==> config.mk <==
export PLATFORM = sky130hd
export DESIGN_NAME = board_specific_top
export DESIGN_NICKNAME = d
export VERILOG_FILES = /design/src/logic/stopwatch_pkg.sv /design/src/logic/bcd_counter.sv /design/src/logic/board_specific_top.sv /design/src/logic/key_conditioner.sv /design/src/logic/seg_display.sv /design/src/logic/step_timer.sv /design/src/logic/stopwatch_fsm.sv
export SDC_FILE = /design/constraint.sdc
export NUM_CORES = 1
export LEC_CHECK = 0
export ABC_AREA = 1
export BUFFER_PORTS_ARGS = -buffer_cell sky130_fd_sc_hd__clkbuf_2
export CAP_MARGIN = 20
export CELL_PAD_IN_SITES_DETAIL_PLACEMENT = 0
export CELL_PAD_IN_SITES_GLOBAL_PLACEMENT = 1
export CORE_AREA = 8 8 118 174
export DETAILED_ROUTE_END_ITERATION = 8
export DIE_AREA = 0 0 126 182
export GPL_TIMING_DRIVEN = 0
export PLACE_DENSITY_LB_ADDON = 0.1
export SLEW_MARGIN = 0
export SYNTH_ARGS = -nofsm -noshare
export SYNTH_HDL_FRONTEND = slang
export SYNTH_SLANG_ARGS = --single-unit
==> constraint.sdc <==
create_clock -name clk -period 2.5 [get_ports clk]
set_clock_uncertainty 0.1 [all_clocks]
set_input_delay 0.5 -clock clk [delete_from_list [all_inputs] [get_ports clk]]
set_output_delay 0.5 -clock clk [all_outputs]
set_load 0.02 [all_outputs]
==> src/logic/stopwatch_pkg.sv <==
`default_nettype none

package stopwatch_pkg;

    localparam int n_digits = 4;                    // displayed bcd digits.

    typedef logic [3:0] bcd_digit_t;

    typedef struct packed {
        bcd_digit_t [n_digits-1:0] digits;          // digit 0 is the least significant.
    } time_frame_t;

    typedef logic [7:0] seg_t;                      // abcdefgh order with h as the point.

    typedef struct packed {
        logic run;
        logic clear;
        logic hold;
    } sw_ctrl_t;

    typedef enum logic [1:0] {
        stopped      = 2'd0,
        running      = 2'd1,
        running_held = 2'd2
    } sw_state_t;

    typedef struct packed {
        logic toggle;
        logic clear;
        logic lap;
    } cmd_t;

endpackage

`default_nettype wire

==> src/logic/bcd_counter.sv <==
`timescale 1ns/1ps
`default_nettype none

module bcd_counter
    import stopwatch_pkg::*;
(
    input  logic        clk,
    input  logic        rst_n,
    input  sw_ctrl_t    ctrl,
    input  logic        step,
    output time_frame_t frame,
    output logic        frame_valid,
    input  logic        frame_ready
);

    time_frame_t count;
    time_frame_t shown;                     // last frame handed to the display.
    logic        transfer;
    logic        reload;

    function automatic time_frame_t bcd_inc(input time_frame_t value);
        time_frame_t result;
        logic        carry;
        result = value;
        carry  = 1'b1;
        for (int i = 0; i < n_digits; i++)
        begin
            if (carry)
            begin
                if (result.digits[i] == 4'd9)
                    result.digits[i] = 4'd0;        // decimal carry to the next digit.
                else
                begin
                    result.digits[i] = result.digits[i] + 4'd1;
                    carry = 1'b0;
                end
            end
        end
        return result;
    endfunction

    assign transfer = frame_valid && frame_ready;
    assign reload   = !frame_valid || frame_ready || ctrl.hold;  // no pending offer.

    always_ff @(posedge clk or negedge rst_n)
    begin
        if (!rst_n)
            count <= '0;
        else if (ctrl.clear)
            count <= '0;
        else if (step)
            count <= bcd_inc(count);        // 9999 wraps to 0000.
    end

    always_ff @(posedge clk or negedge rst_n)
    begin
        if (!rst_n)
        begin
            frame_valid <= 1'b0;
            shown       <= '0;
        end
        else
        begin
            if (transfer)
                shown <= frame;
            if (reload)
                frame_valid <= !ctrl.hold && (count != (transfer ? frame : shown));
        end
    end

    always_ff @(posedge clk)
    begin
        if (reload)
            frame <= count;                 // payload frozen while offer waits.
    end

endmodule

`default_nettype wire

==> src/logic/board_specific_top.sv <==
`timescale 1ns/1ps
`default_nettype none

module board_specific_top
    import stopwatch_pkg::*;
#(
    parameter int clk_mhz         = 25,
    parameter int step_hz         = 100,
    parameter int w_key           = 4,
    parameter int w_led           = 4,
    parameter int debounce_cycles = 250000,
    parameter int scan_period     = 25000
)
(
    input  logic                clk,
    input  logic [w_key-1:0]    KEY,
    output logic [w_led-1:0]    LED,
    output logic [n_digits-1:0] digit,
    output seg_t                hgfedcba
);

    localparam int step_period = clk_mhz * 1000000 / step_hz;

    logic        rst_n;
    logic [2:0]  keys;
    cmd_t        cmd;
    sw_ctrl_t    ctrl;
    sw_state_t   state;
    logic        step;
    time_frame_t frame;
    logic        frame_valid;
    logic        frame_ready;
    seg_t        abcdefgh;
    logic [3:0]  led_bits;

    assign rst_n = KEY[w_key-1];                    // last key pulls reset low.
    assign keys  = ~KEY[2:0];                       // keys are active low on the board.

    key_conditioner #(
        .debounce_cycles (debounce_cycles)
    ) i_keys (
        .clk   (clk),
        .rst_n (rst_n),
        .keys  (keys),
        .cmd   (cmd)
    );

    stopwatch_fsm i_fsm (
        .clk   (clk),
        .rst_n (rst_n),
        .cmd   (cmd),
        .ctrl  (ctrl),
        .state (state)
    );

    step_timer #(
        .period (step_period)
    ) i_step_timer (
        .clk    (clk),
        .rst_n  (rst_n),
        .enable (ctrl.run),
        .strobe (step)
    );

    bcd_counter i_counter (
        .clk         (clk),
        .rst_n       (rst_n),
        .ctrl        (ctrl),
        .step        (step),
        .frame       (frame),
        .frame_valid (frame_valid),
        .frame_ready (frame_ready)
    );

    seg_display #(
        .scan_period (scan_period)
    ) i_display (
        .clk         (clk),
        .rst_n       (rst_n),
        .frame       (frame),
        .frame_valid (frame_valid),
        .frame_ready (frame_ready),
        .digit       (digit),
        .seg         (abcdefgh)
    );

    // led 0 is counting, led 1 is lap hold.
    assign led_bits = {2'b00, state == running_held, state != stopped};
    assign LED      = w_led'(led_bits);

    assign hgfedcba = {<<{abcdefgh}};               // board wires segments in reverse.

endmodule

`default_nettype wire

==> src/logic/key_conditioner.sv <==
`timescale 1ns/1ps
`default_nettype none

module key_conditioner
    import stopwatch_pkg::*;
#(
    parameter int debounce_cycles = 4
)
(
    input  logic       clk,
    input  logic       rst_n,
    input  logic [2:0] keys,
    output cmd_t       cmd
);

    localparam int w_cnt = $clog2(debounce_cycles + 1);

    logic [2:0]            sync_a;
    logic [2:0]            sync_b;
    logic [2:0]            stable;
    logic [2:0]            press;
    logic [2:0][w_cnt-1:0] cnt;

    always_ff @(posedge clk or negedge rst_n)
    begin
        if (!rst_n)
        begin
            sync_a <= '0;
            sync_b <= '0;
        end
        else
        begin
            sync_a <= keys;                         // two flop synchronizer.
            sync_b <= sync_a;
        end
    end

    always_ff @(posedge clk or negedge rst_n)
    begin
        if (!rst_n)
        begin
            stable <= '0;
            press  <= '0;
            cnt    <= '0;
        end
        else
        begin
            press <= '0;
            for (int i = 0; i < 3; i++)
            begin
                if (sync_b[i] == stable[i])
                    cnt[i] <= '0;                   // a bounce restarts the wait.
                else if (cnt[i] == w_cnt'(debounce_cycles - 1))
                begin
                    cnt[i]    <= '0;
                    stable[i] <= sync_b[i];
                    press[i]  <= sync_b[i];         // pulse on accepted press only.
                end
                else
                    cnt[i] <= cnt[i] + 1'b1;
            end
        end
    end

    assign cmd = '{toggle: press[0], clear: press[1], lap: press[2]};

endmodule

`default_nettype wire

==> src/logic/seg_display.sv <==
`timescale 1ns/1ps
`default_nettype none

module seg_display
    import stopwatch_pkg::*;
#(
    parameter int scan_period = 25000
)
(
    input  logic                clk,
    input  logic                rst_n,
    input  time_frame_t         frame,
    input  logic                frame_valid,
    output logic                frame_ready,
    output logic [n_digits-1:0] digit,
    output seg_t                seg
);

    localparam int w_idx = n_digits > 1 ? $clog2(n_digits) : 1;

    logic             scan_step;
    logic [w_idx-1:0] idx;
    time_frame_t      shown;
    bcd_digit_t       cur;

    step_timer #(
        .period (scan_period)
    ) i_scan_timer (
        .clk    (clk),
        .rst_n  (rst_n),
        .enable (1'b1),
        .strobe (scan_step)
    );

    // frames are taken only between full scans.
    assign frame_ready = scan_step && (idx == w_idx'(n_digits - 1));

    always_ff @(posedge clk or negedge rst_n)
    begin
        if (!rst_n)
        begin
            idx   <= '0;
            shown <= '0;
        end
        else
        begin
            if (scan_step)
                idx <= frame_ready ? '0 : idx + 1'b1;
            if (frame_valid && frame_ready)
                shown <= frame;
        end
    end

    assign digit = n_digits'(1) << idx;     // one hot, active high.
    assign cur   = shown.digits[idx];

    always_comb
    begin
        case (cur)
            4'd0:    seg = 8'b1111_1100;
            4'd1:    seg = 8'b0110_0000;
            4'd2:    seg = 8'b1101_1010;
            4'd3:    seg = 8'b1111_0010;
            4'd4:    seg = 8'b0110_0110;
            4'd5:    seg = 8'b1011_0110;
            4'd6:    seg = 8'b1011_1110;
            4'd7:    seg = 8'b1110_0000;
            4'd8:    seg = 8'b1111_1110;
            4'd9:    seg = 8'b1111_0110;
            default: seg = 8'b0000_0000;    // blank on a non bcd code.
        endcase
    end

endmodule

`default_nettype wire

==> src/logic/step_timer.sv <==
`timescale 1ns/1ps
`default_nettype none

module step_timer
#(
    parameter int period = 20
)
(
    input  logic clk,
    input  logic rst_n,
    input  logic enable,
    output logic strobe
);

    localparam int w_cnt = period > 1 ? $clog2(period) : 1;

    logic [w_cnt-1:0] cnt;

    always_ff @(posedge clk or negedge rst_n)
    begin
        if (!rst_n)
        begin
            cnt    <= w_cnt'(period - 1);
            strobe <= 1'b0;
        end
        else if (!enable)
        begin
            cnt    <= w_cnt'(period - 1);   // held at reload until enabled.
            strobe <= 1'b0;
        end
        else if (cnt == '0)
        begin
            cnt    <= w_cnt'(period - 1);
            strobe <= 1'b1;
        end
        else
        begin
            cnt    <= cnt - 1'b1;
            strobe <= 1'b0;
        end
    end

endmodule

`default_nettype wire

==> src/logic/stopwatch_fsm.sv <==
`timescale 1ns/1ps
`default_nettype none

module stopwatch_fsm
    import stopwatch_pkg::*;
(
    input  logic      clk,
    input  logic      rst_n,
    input  cmd_t      cmd,
    output sw_ctrl_t  ctrl,
    output sw_state_t state
);

    sw_state_t state_nx;
    logic      clear_q;

    always_comb
    begin
        state_nx = state;
        case (state)
            stopped:
                if (cmd.toggle)
                    state_nx = running;
            running:
                if (cmd.toggle)
                    state_nx = stopped;
                else if (cmd.lap)
                    state_nx = running_held;
            running_held:
                if (cmd.toggle)
                    state_nx = stopped;     // stopping also drops the lap hold.
                else if (cmd.lap)
                    state_nx = running;
            default:
                state_nx = stopped;
        endcase
    end

    always_ff @(posedge clk or negedge rst_n)
    begin
        if (!rst_n)
        begin
            state   <= stopped;
            clear_q <= 1'b0;
        end
        else
        begin
            state   <= state_nx;
            clear_q <= cmd.clear && (state == stopped);  // ignored while counting.
        end
    end

    assign ctrl = '{run: state != stopped, clear: clear_q, hold: state == running_held};

endmodule

`default_nettype wire

; ---- Yosys cells after proc, flatten, opt, wreduce, memory -nomap -nowiden
; Memory sizes are Yosys's and may differ from the RTL's.
; Cells that the tools add are included.
[op_classes]
n_reduce_logical = 23
n_shift = 1
n_addsub = 10
eq_ne = 17
bitwise_logic = 4
n_mux = 48
order_cmp = 1
[op_table]
columns = cell, n
row1 = $mux 18, 8
row2 = $add 18x1->18 const B, 3
row3 = $eq 18x18->1 const B, 3
row4 = $mux 16, 3
row5 = $mux 4, 8
row6 = $mux 1, 20
row7 = $logic_not 18->1, 1
row8 = $sub 18x1->18 const B, 1
row9 = $add 4x1->4 const B, 4
row10 = $eq 4x4->1 const B, 4
row11 = $ne 16x16->1, 1
row12 = $logic_not 15->1, 1
row13 = $mux 15, 1
row14 = $sub 15x1->15 const B, 1
row15 = $mux 2, 6
row16 = $reduce_and 2->1, 6
row17 = $reduce_bool 2->1, 5
row18 = $bmux 4 s2, 1
row19 = $ne 3x3->1 const B, 2
row20 = $pmux 2 s3, 1
row21 = $eq 2x2->1 const B, 2
row22 = $logic_and 1x1->1, 4
row23 = $shl 1x2->4 const A, 1
row24 = $eq 1x1->1, 3
row25 = 10 further kinds, 14
[word_totals]
memories = 1
elab_cells = 138
reg_bits = 171
romBits = 112
[memory_table]
columns = memory, depth, width, read_ports, rd_clocked_by_memory_dff, wr, line
row1 = (name not given), 16, 7, 1, 0, 0, seg_display.sv:59  ; case (cur)

; ---- Logic depth before layout (Yosys ltp)
[logic_depth]
ltp_word = 13
ltp_mapped = 14

; ---- Cells and area by module
; Synthesis repeated with hierarchy kept, for this count alone.
[unflattened]
hier_cells = 1131
hier_area_um2 = 9321.4
[by_module_without_submodules]
columns = mod, n_inst, cells_per_inst, area_per_inst_um2, seq_area_each_um2
row1 = key_conditioner, 1, 437, 3478.3, 1651.6
row2 = bcd_counter, 1, 269, 2391.0, 1306.3
row3 = seg_display, 1, 142, 1182.4, 450.4
row4 = step_timer (i_step_timer), 1, 148, 1102.3, 488.0
row5 = step_timer (i_display.i_scan_timer), 1, 103, 949.7, 410.4
row6 = stopwatch_fsm, 1, 22, 172.7, 75.1
row7 = board_specific_top, 1, 10, 45.0, 0.0

; ---- Worst setup path before layout
; No wires, ideal clock.
[synth_path]
path_kind = register to output
from = register i_display.idx[0]
to = output hgfedcba[3]
t_arrival_ps = 1773
n_path_buf = 1
stages_incl_launch_ff = 11
slack_ps = 127
cell_sequence = dfrtp_1 > buf_2 > nor2_1 > inv_1 > a32oi_1 > inv_1 > ha_1 > inv_1 > o21ai_0 > nand2_1 > nand2_1
[synth_via]
elab_chain_cells = 3
[synth_lines]
columns = element, line
row1 = "start, declared", seg_display.sv:22  ; logic [w_idx-1:0] idx;
row2 = "start signal, assigned", seg_display.sv:48  ; idx <= frame_ready ? '0 : idx + 1'b1;
row3 = $bmux 4 s2, seg_display.sv:55  ; assign cur = shown.digits[idx];
row4 = $mux 4 (not written as such), seg_display.sv:55
row5 = $mem_v2 16x7, -
row6 = "end, declared", board_specific_top.sv:19  ; output seg_t hgfedcba
; Every way passes these cells. The select of a mux whose other input is x is not followed.

; ---- Final worst setup path
[layout_path]
from = register i_display.idx[0]
to = output hgfedcba[0]
; Same word-level chain as after synthesis.

==> qor.yml <==
start_util_pct: 47.53
cts.sink_count: 171
gp_congestion: 0.7566
power_per_cell_area_mw_per_mm2: 563.6
critPathRequiredTime_ns: 1.90
drt_iter0_markers: 294
clock_buffer_count_from_cts: 17
detail_route.first_pass.iterations: 5
postSynth.asyncResetShare_pct: 90.64
synth.yosys.seq_area_share_pct: 51.60
synth_area_leaders: "sky130_fd_sc_hd__dfrtp_1 40%, sky130_fd_sc_hd__nand2_1 11%, sky130_fd_sc_hd__inv_1 6.4%"
power.total_uw: 5509
clock-root-buffer: "sky130_fd_sc_hd__clkbuf_16"
avgViaCountPerCell: 4.973
synth.avg_cell_area_um2: 8.197
ir_worst_vdd_mv: 0.3328
drc_errors: 0
drv_cap: 0
place_inst: 1273
clock.fmax_mhz: 362.5
netlist.area_leader.share_pct: 40.37
synth_compound_gate_area_share_pct: 4.995
synth_simple_gate_area_share_pct: 28.81
fin_hold_ws_ns: 0.1118
share_clk_of_total_power_pct: 46.8
postSynth.topFlopCell: "sky130_fd_sc_hd__dfrtp_1"
arr_time_crit_path_ns: 2.16
clock_tree.htree_level_count: 4
floorplan.die_area_mm2: 0.02293
status: "complete, but fails checks"
placementRows: 60
setup_violations: 7
global_route_wire_length_before_repair_mm: 31.45
ys_ff_latch: 171
num_io_pins: 21
area_delta_synth_final_pct: 15.12
synth_xor_area_share_pct: 3.404
post-synth-top-area-cell: "sky130_fd_sc_hd__dfrtp_1"
p_int_uw: 4323
yosys.cell_types.count: 40
share_comb_of_total_power_pct: 1.9
setup.worst_path.class: "flop to primary output"
layout.nets: 1116
floorplan.core_area_mm2: 0.01787
power.share.switching_pct: 21.53
path_max_fanout: 5
final.min_clock_period_ns: 2.759
dp_worst_setup_slack_ns: -0.2416
timing.final.ws_setup_ns: -0.2588
dominant_combinational_cell_family_by_area_after_synthesis: "simple AND/OR/NAND/NOR gates"
power.switching_uw: 1186
die_w_um: 126
hp-class: "input port to flop"
synth_enable_flop_cells: 16
grt_use_total_pct: 16.71
maximum_number_of_buffers_from_clock_root_to_sink: 2
dp.final_hpwl_mm: 12.90
layout.cells.non_filler: 1317
grt_pass1_vias: 6811
worstSkewPairLatency_ns: 0.42
synth_cells: 1036
routed_wl_mm: 17.96
cts_tree: "yes"
number_of_antenna_diodes: 0
setup.worst_path.start_class: "flop"
clock_pin_slew_reported_for_the_worst_setup_and_hold_paths_after_clock_tree_synthesis_ns: 0.06
avgRoutedWirePerCell_um: 13.64
synth.mux.area_fraction_pct: 0
die_height_um: 182
tns_ns: -1.538
residual_antenna_violating_net_count_after_detailed_routing: 0
num_vias: 6549
slew_headroom_pct: 35.91
failed_checks: "setup timing"
pin_count_of_the_biggest_net_entering_global_routing: 94
globalRoute.totalOverflow: 0
unrepaired_setup_endpoints_after_global_routing: "true"
drv_slew: 0
io_buffer_count: 17
power.leakage_uw: 0.004673
report.final.hold_viol_count: 0
actual_slew_at_the_worst_max_slew_pin_ns: 0.9586
final.fill_count: 1684
power_frac_seq_pct: 51.3
antenna_found_initial: 0
synth_warnings: 0
final_layout_size_suffix_gt1_share_pct: 12.18
synth-adder-area-share_pct: 3.536
summed_instance_area_of_the_synthesized_netlist_mm2: 0.008492
layout_worst_path_cycle_share_pct: 110.4
crit_path_end_kind: "primary output"
-- final timing paths --
check,slack (ns),startpoint,cells after the start,to
worst max register to register,0.20,i_display.idx[0],4,i_counter.frame[13]
worst min-delay path,0.11,KEY[1],2,i_keys.sync_a[1]
min in group asynchronous,0.53,KEY[3],2,i_step_timer.cnt[6]
worst min register to register,0.25,i_keys.sync_a[2],0,i_keys.sync_b[2]
max in group asynchronous,0.94,KEY[3],3,i_counter.count[0]
worst max-delay path,-0.26,i_display.idx[0],10,hgfedcba[0]
-- power by group through the flow --
| stage | Sequential, µW | Combinational, µW | Clock, µW |
|---|---|---|---|
| 2_1_floorplan | 2880 | 38.6 | 0 |
| 3_3_place_gp | 2880 | 104 | 0 |
| 3_5_place_dp | 2880 | 111 | 0 |
| 4_1_cts | 2820 | 112 | 2640 |
| 5_1_grt | 2830 | 126 | 2740 |
| 6_report | 2830 | 106 | 2580 |
-- cell usage after synthesis (3+ instances only) --
library cell                 n
sky130_fd_sc_hd__nand2_1   254
sky130_fd_sc_hd__inv_1     144
sky130_fd_sc_hd__nor2_1    141
sky130_fd_sc_hd__dfrtp_1   137
sky130_fd_sc_hd__nand3_1    80
sky130_fd_sc_hd__nor3_1     38
sky130_fd_sc_hd__o21ai_0    34
sky130_fd_sc_hd__ha_1       24
sky130_fd_sc_hd__xor2_1     24
sky130_fd_sc_hd__a21oi_1    23
sky130_fd_sc_hd__dfstp_2    18
sky130_fd_sc_hd__nand4_1    18
sky130_fd_sc_hd__edfxtp_1   16
sky130_fd_sc_hd__xnor2_1     9
sky130_fd_sc_hd__buf_4       7
sky130_fd_sc_hd__nor4_1      7
sky130_fd_sc_hd__nor3b_1     6
sky130_fd_sc_hd__or2_2       6
sky130_fd_sc_hd__and3_1      4
sky130_fd_sc_hd__buf_2       4
sky130_fd_sc_hd__nand2_2     4
sky130_fd_sc_hd__nand3b_1    4
sky130_fd_sc_hd__o22ai_1     4
sky130_fd_sc_hd__a211oi_1    3
sky130_fd_sc_hd__nor2_2      3
sky130_fd_sc_hd__o31ai_1     3
-- registers in the layout, summed over array words and instances, names as in the netlist, 3 cells and up --
register and flops:
i_keys.sync_a 3, i_keys.stable 3, i_counter.frame 16, i_keys.sync_b 3, i_step_timer.cnt 18, i_display.shown 16
i_display.i_scan_timer.cnt 15, i_counter.count 16, i_keys.press 3, i_counter.shown 16, i_keys.cnt 54
-- layer usage --
metal | global-route usage [%] | routed length, µm | up-vias
met4 | 5.800 | 261 | 0
met5 | 0 | 0 | -
met3 | 3.021 | 368 | 19
met1 | 17.66 | 7578 | 3066
met2 | 32.15 | 9752 | 55
li1 | - | - | 3409
-- placed cells by master (no fill, tap or decap), types with 5 or more instances in the layout --
cell / synthesis / routed
sky130_fd_sc_hd__xnor2_1: 9 / 9
sky130_fd_sc_hd__dfstp_2: 18 / 18
sky130_fd_sc_hd__clkinv_2: 0 / 6
sky130_fd_sc_hd__inv_2: 2 / 5
sky130_fd_sc_hd__a21oi_1: 23 / 21
sky130_fd_sc_hd__nand3_1: 80 / 80
sky130_fd_sc_hd__nand4_1: 18 / 18
sky130_fd_sc_hd__xor2_1: 24 / 24
sky130_fd_sc_hd__inv_1: 144 / 139
sky130_fd_sc_hd__clkbuf_16: 0 / 18
sky130_fd_sc_hd__clkbuf_8: 0 / 9
sky130_fd_sc_hd__nor2_1: 141 / 138
sky130_fd_sc_hd__nor4_1: 7 / 7
sky130_fd_sc_hd__nor3_1: 38 / 38
sky130_fd_sc_hd__nor2_2: 3 / 5
sky130_fd_sc_hd__ha_4: 0 / 6
sky130_fd_sc_hd__buf_6: 1 / 5
sky130_fd_sc_hd__edfxtp_1: 16 / 16
sky130_fd_sc_hd__clkbuf_2: 0 / 9
sky130_fd_sc_hd__o21ai_0: 34 / 29
sky130_fd_sc_hd__nor3b_1: 6 / 6
sky130_fd_sc_hd__buf_4: 7 / 15
sky130_fd_sc_hd__dfrtp_1: 137 / 135
sky130_fd_sc_hd__nand2_1: 254 / 250
sky130_fd_sc_hd__nand2_2: 4 / 8
sky130_fd_sc_hd__ha_1: 24 / 17
-- through the flow --
step	utilization (%)	cell area (µm²)
2_1_floorplan	-	8499
3_3_place_gp	49.57	8856
3_5_place_dp	49.77	8892
4_1_cts	54.43	9726
5_1_grt	54.71	9776
6_report	54.71	9776
-- worst max-delay path, stage by stage, from the launching register on --
cell and delay, ns:
sky130_fd_sc_hd__dfrtp_2 0.47, sky130_fd_sc_hd__buf_6 0.16, sky130_fd_sc_hd__a21oi_4 0.11, sky130_fd_sc_hd__a32oi_2 0.08
sky130_fd_sc_hd__buf_4 0.17, sky130_fd_sc_hd__ha_2 0.17, sky130_fd_sc_hd__or2_4 0.23, sky130_fd_sc_hd__o21ai_1 0.07
sky130_fd_sc_hd__nand2_1 0.06, sky130_fd_sc_hd__nand2_1 0.07, sky130_fd_sc_hd__clkbuf_8 0.15
-- area by class of cell --
type / instances / area, µm² / area share, %
tap: 217 / 271.5 / 2.777
sequential: 171 / 4384 / 44.85
multi-input combinational: 705 / 3608 / 36.91
buffer: 14 / 101.3 / 1.037
clock inverter: 10 / 88.84 / 0.9087
inverter: 148 / 561.8 / 5.747
clock buffer: 22 / 485.5 / 4.966
timing repair buffer: 30 / 274.0 / 2.803
-- logic make-up after synthesis --
kind of cell,after synthesis
simple gates,569
flops,171
buf+inv,162
compound gates,76
xor+xnor,33
fa+ha+maj,24
other cells,1
-- timing repair --
item,4_1_cts,5_1_grt
buffers inserted,10,0
endpoints found under the setup margin,9,12
pin swaps,17,6
cloned,1,0
gates resized for setup,49,14
hold buffers,1,0
endpoints found under the hold margin,55,0
Power figures use the tool's default switching activity.
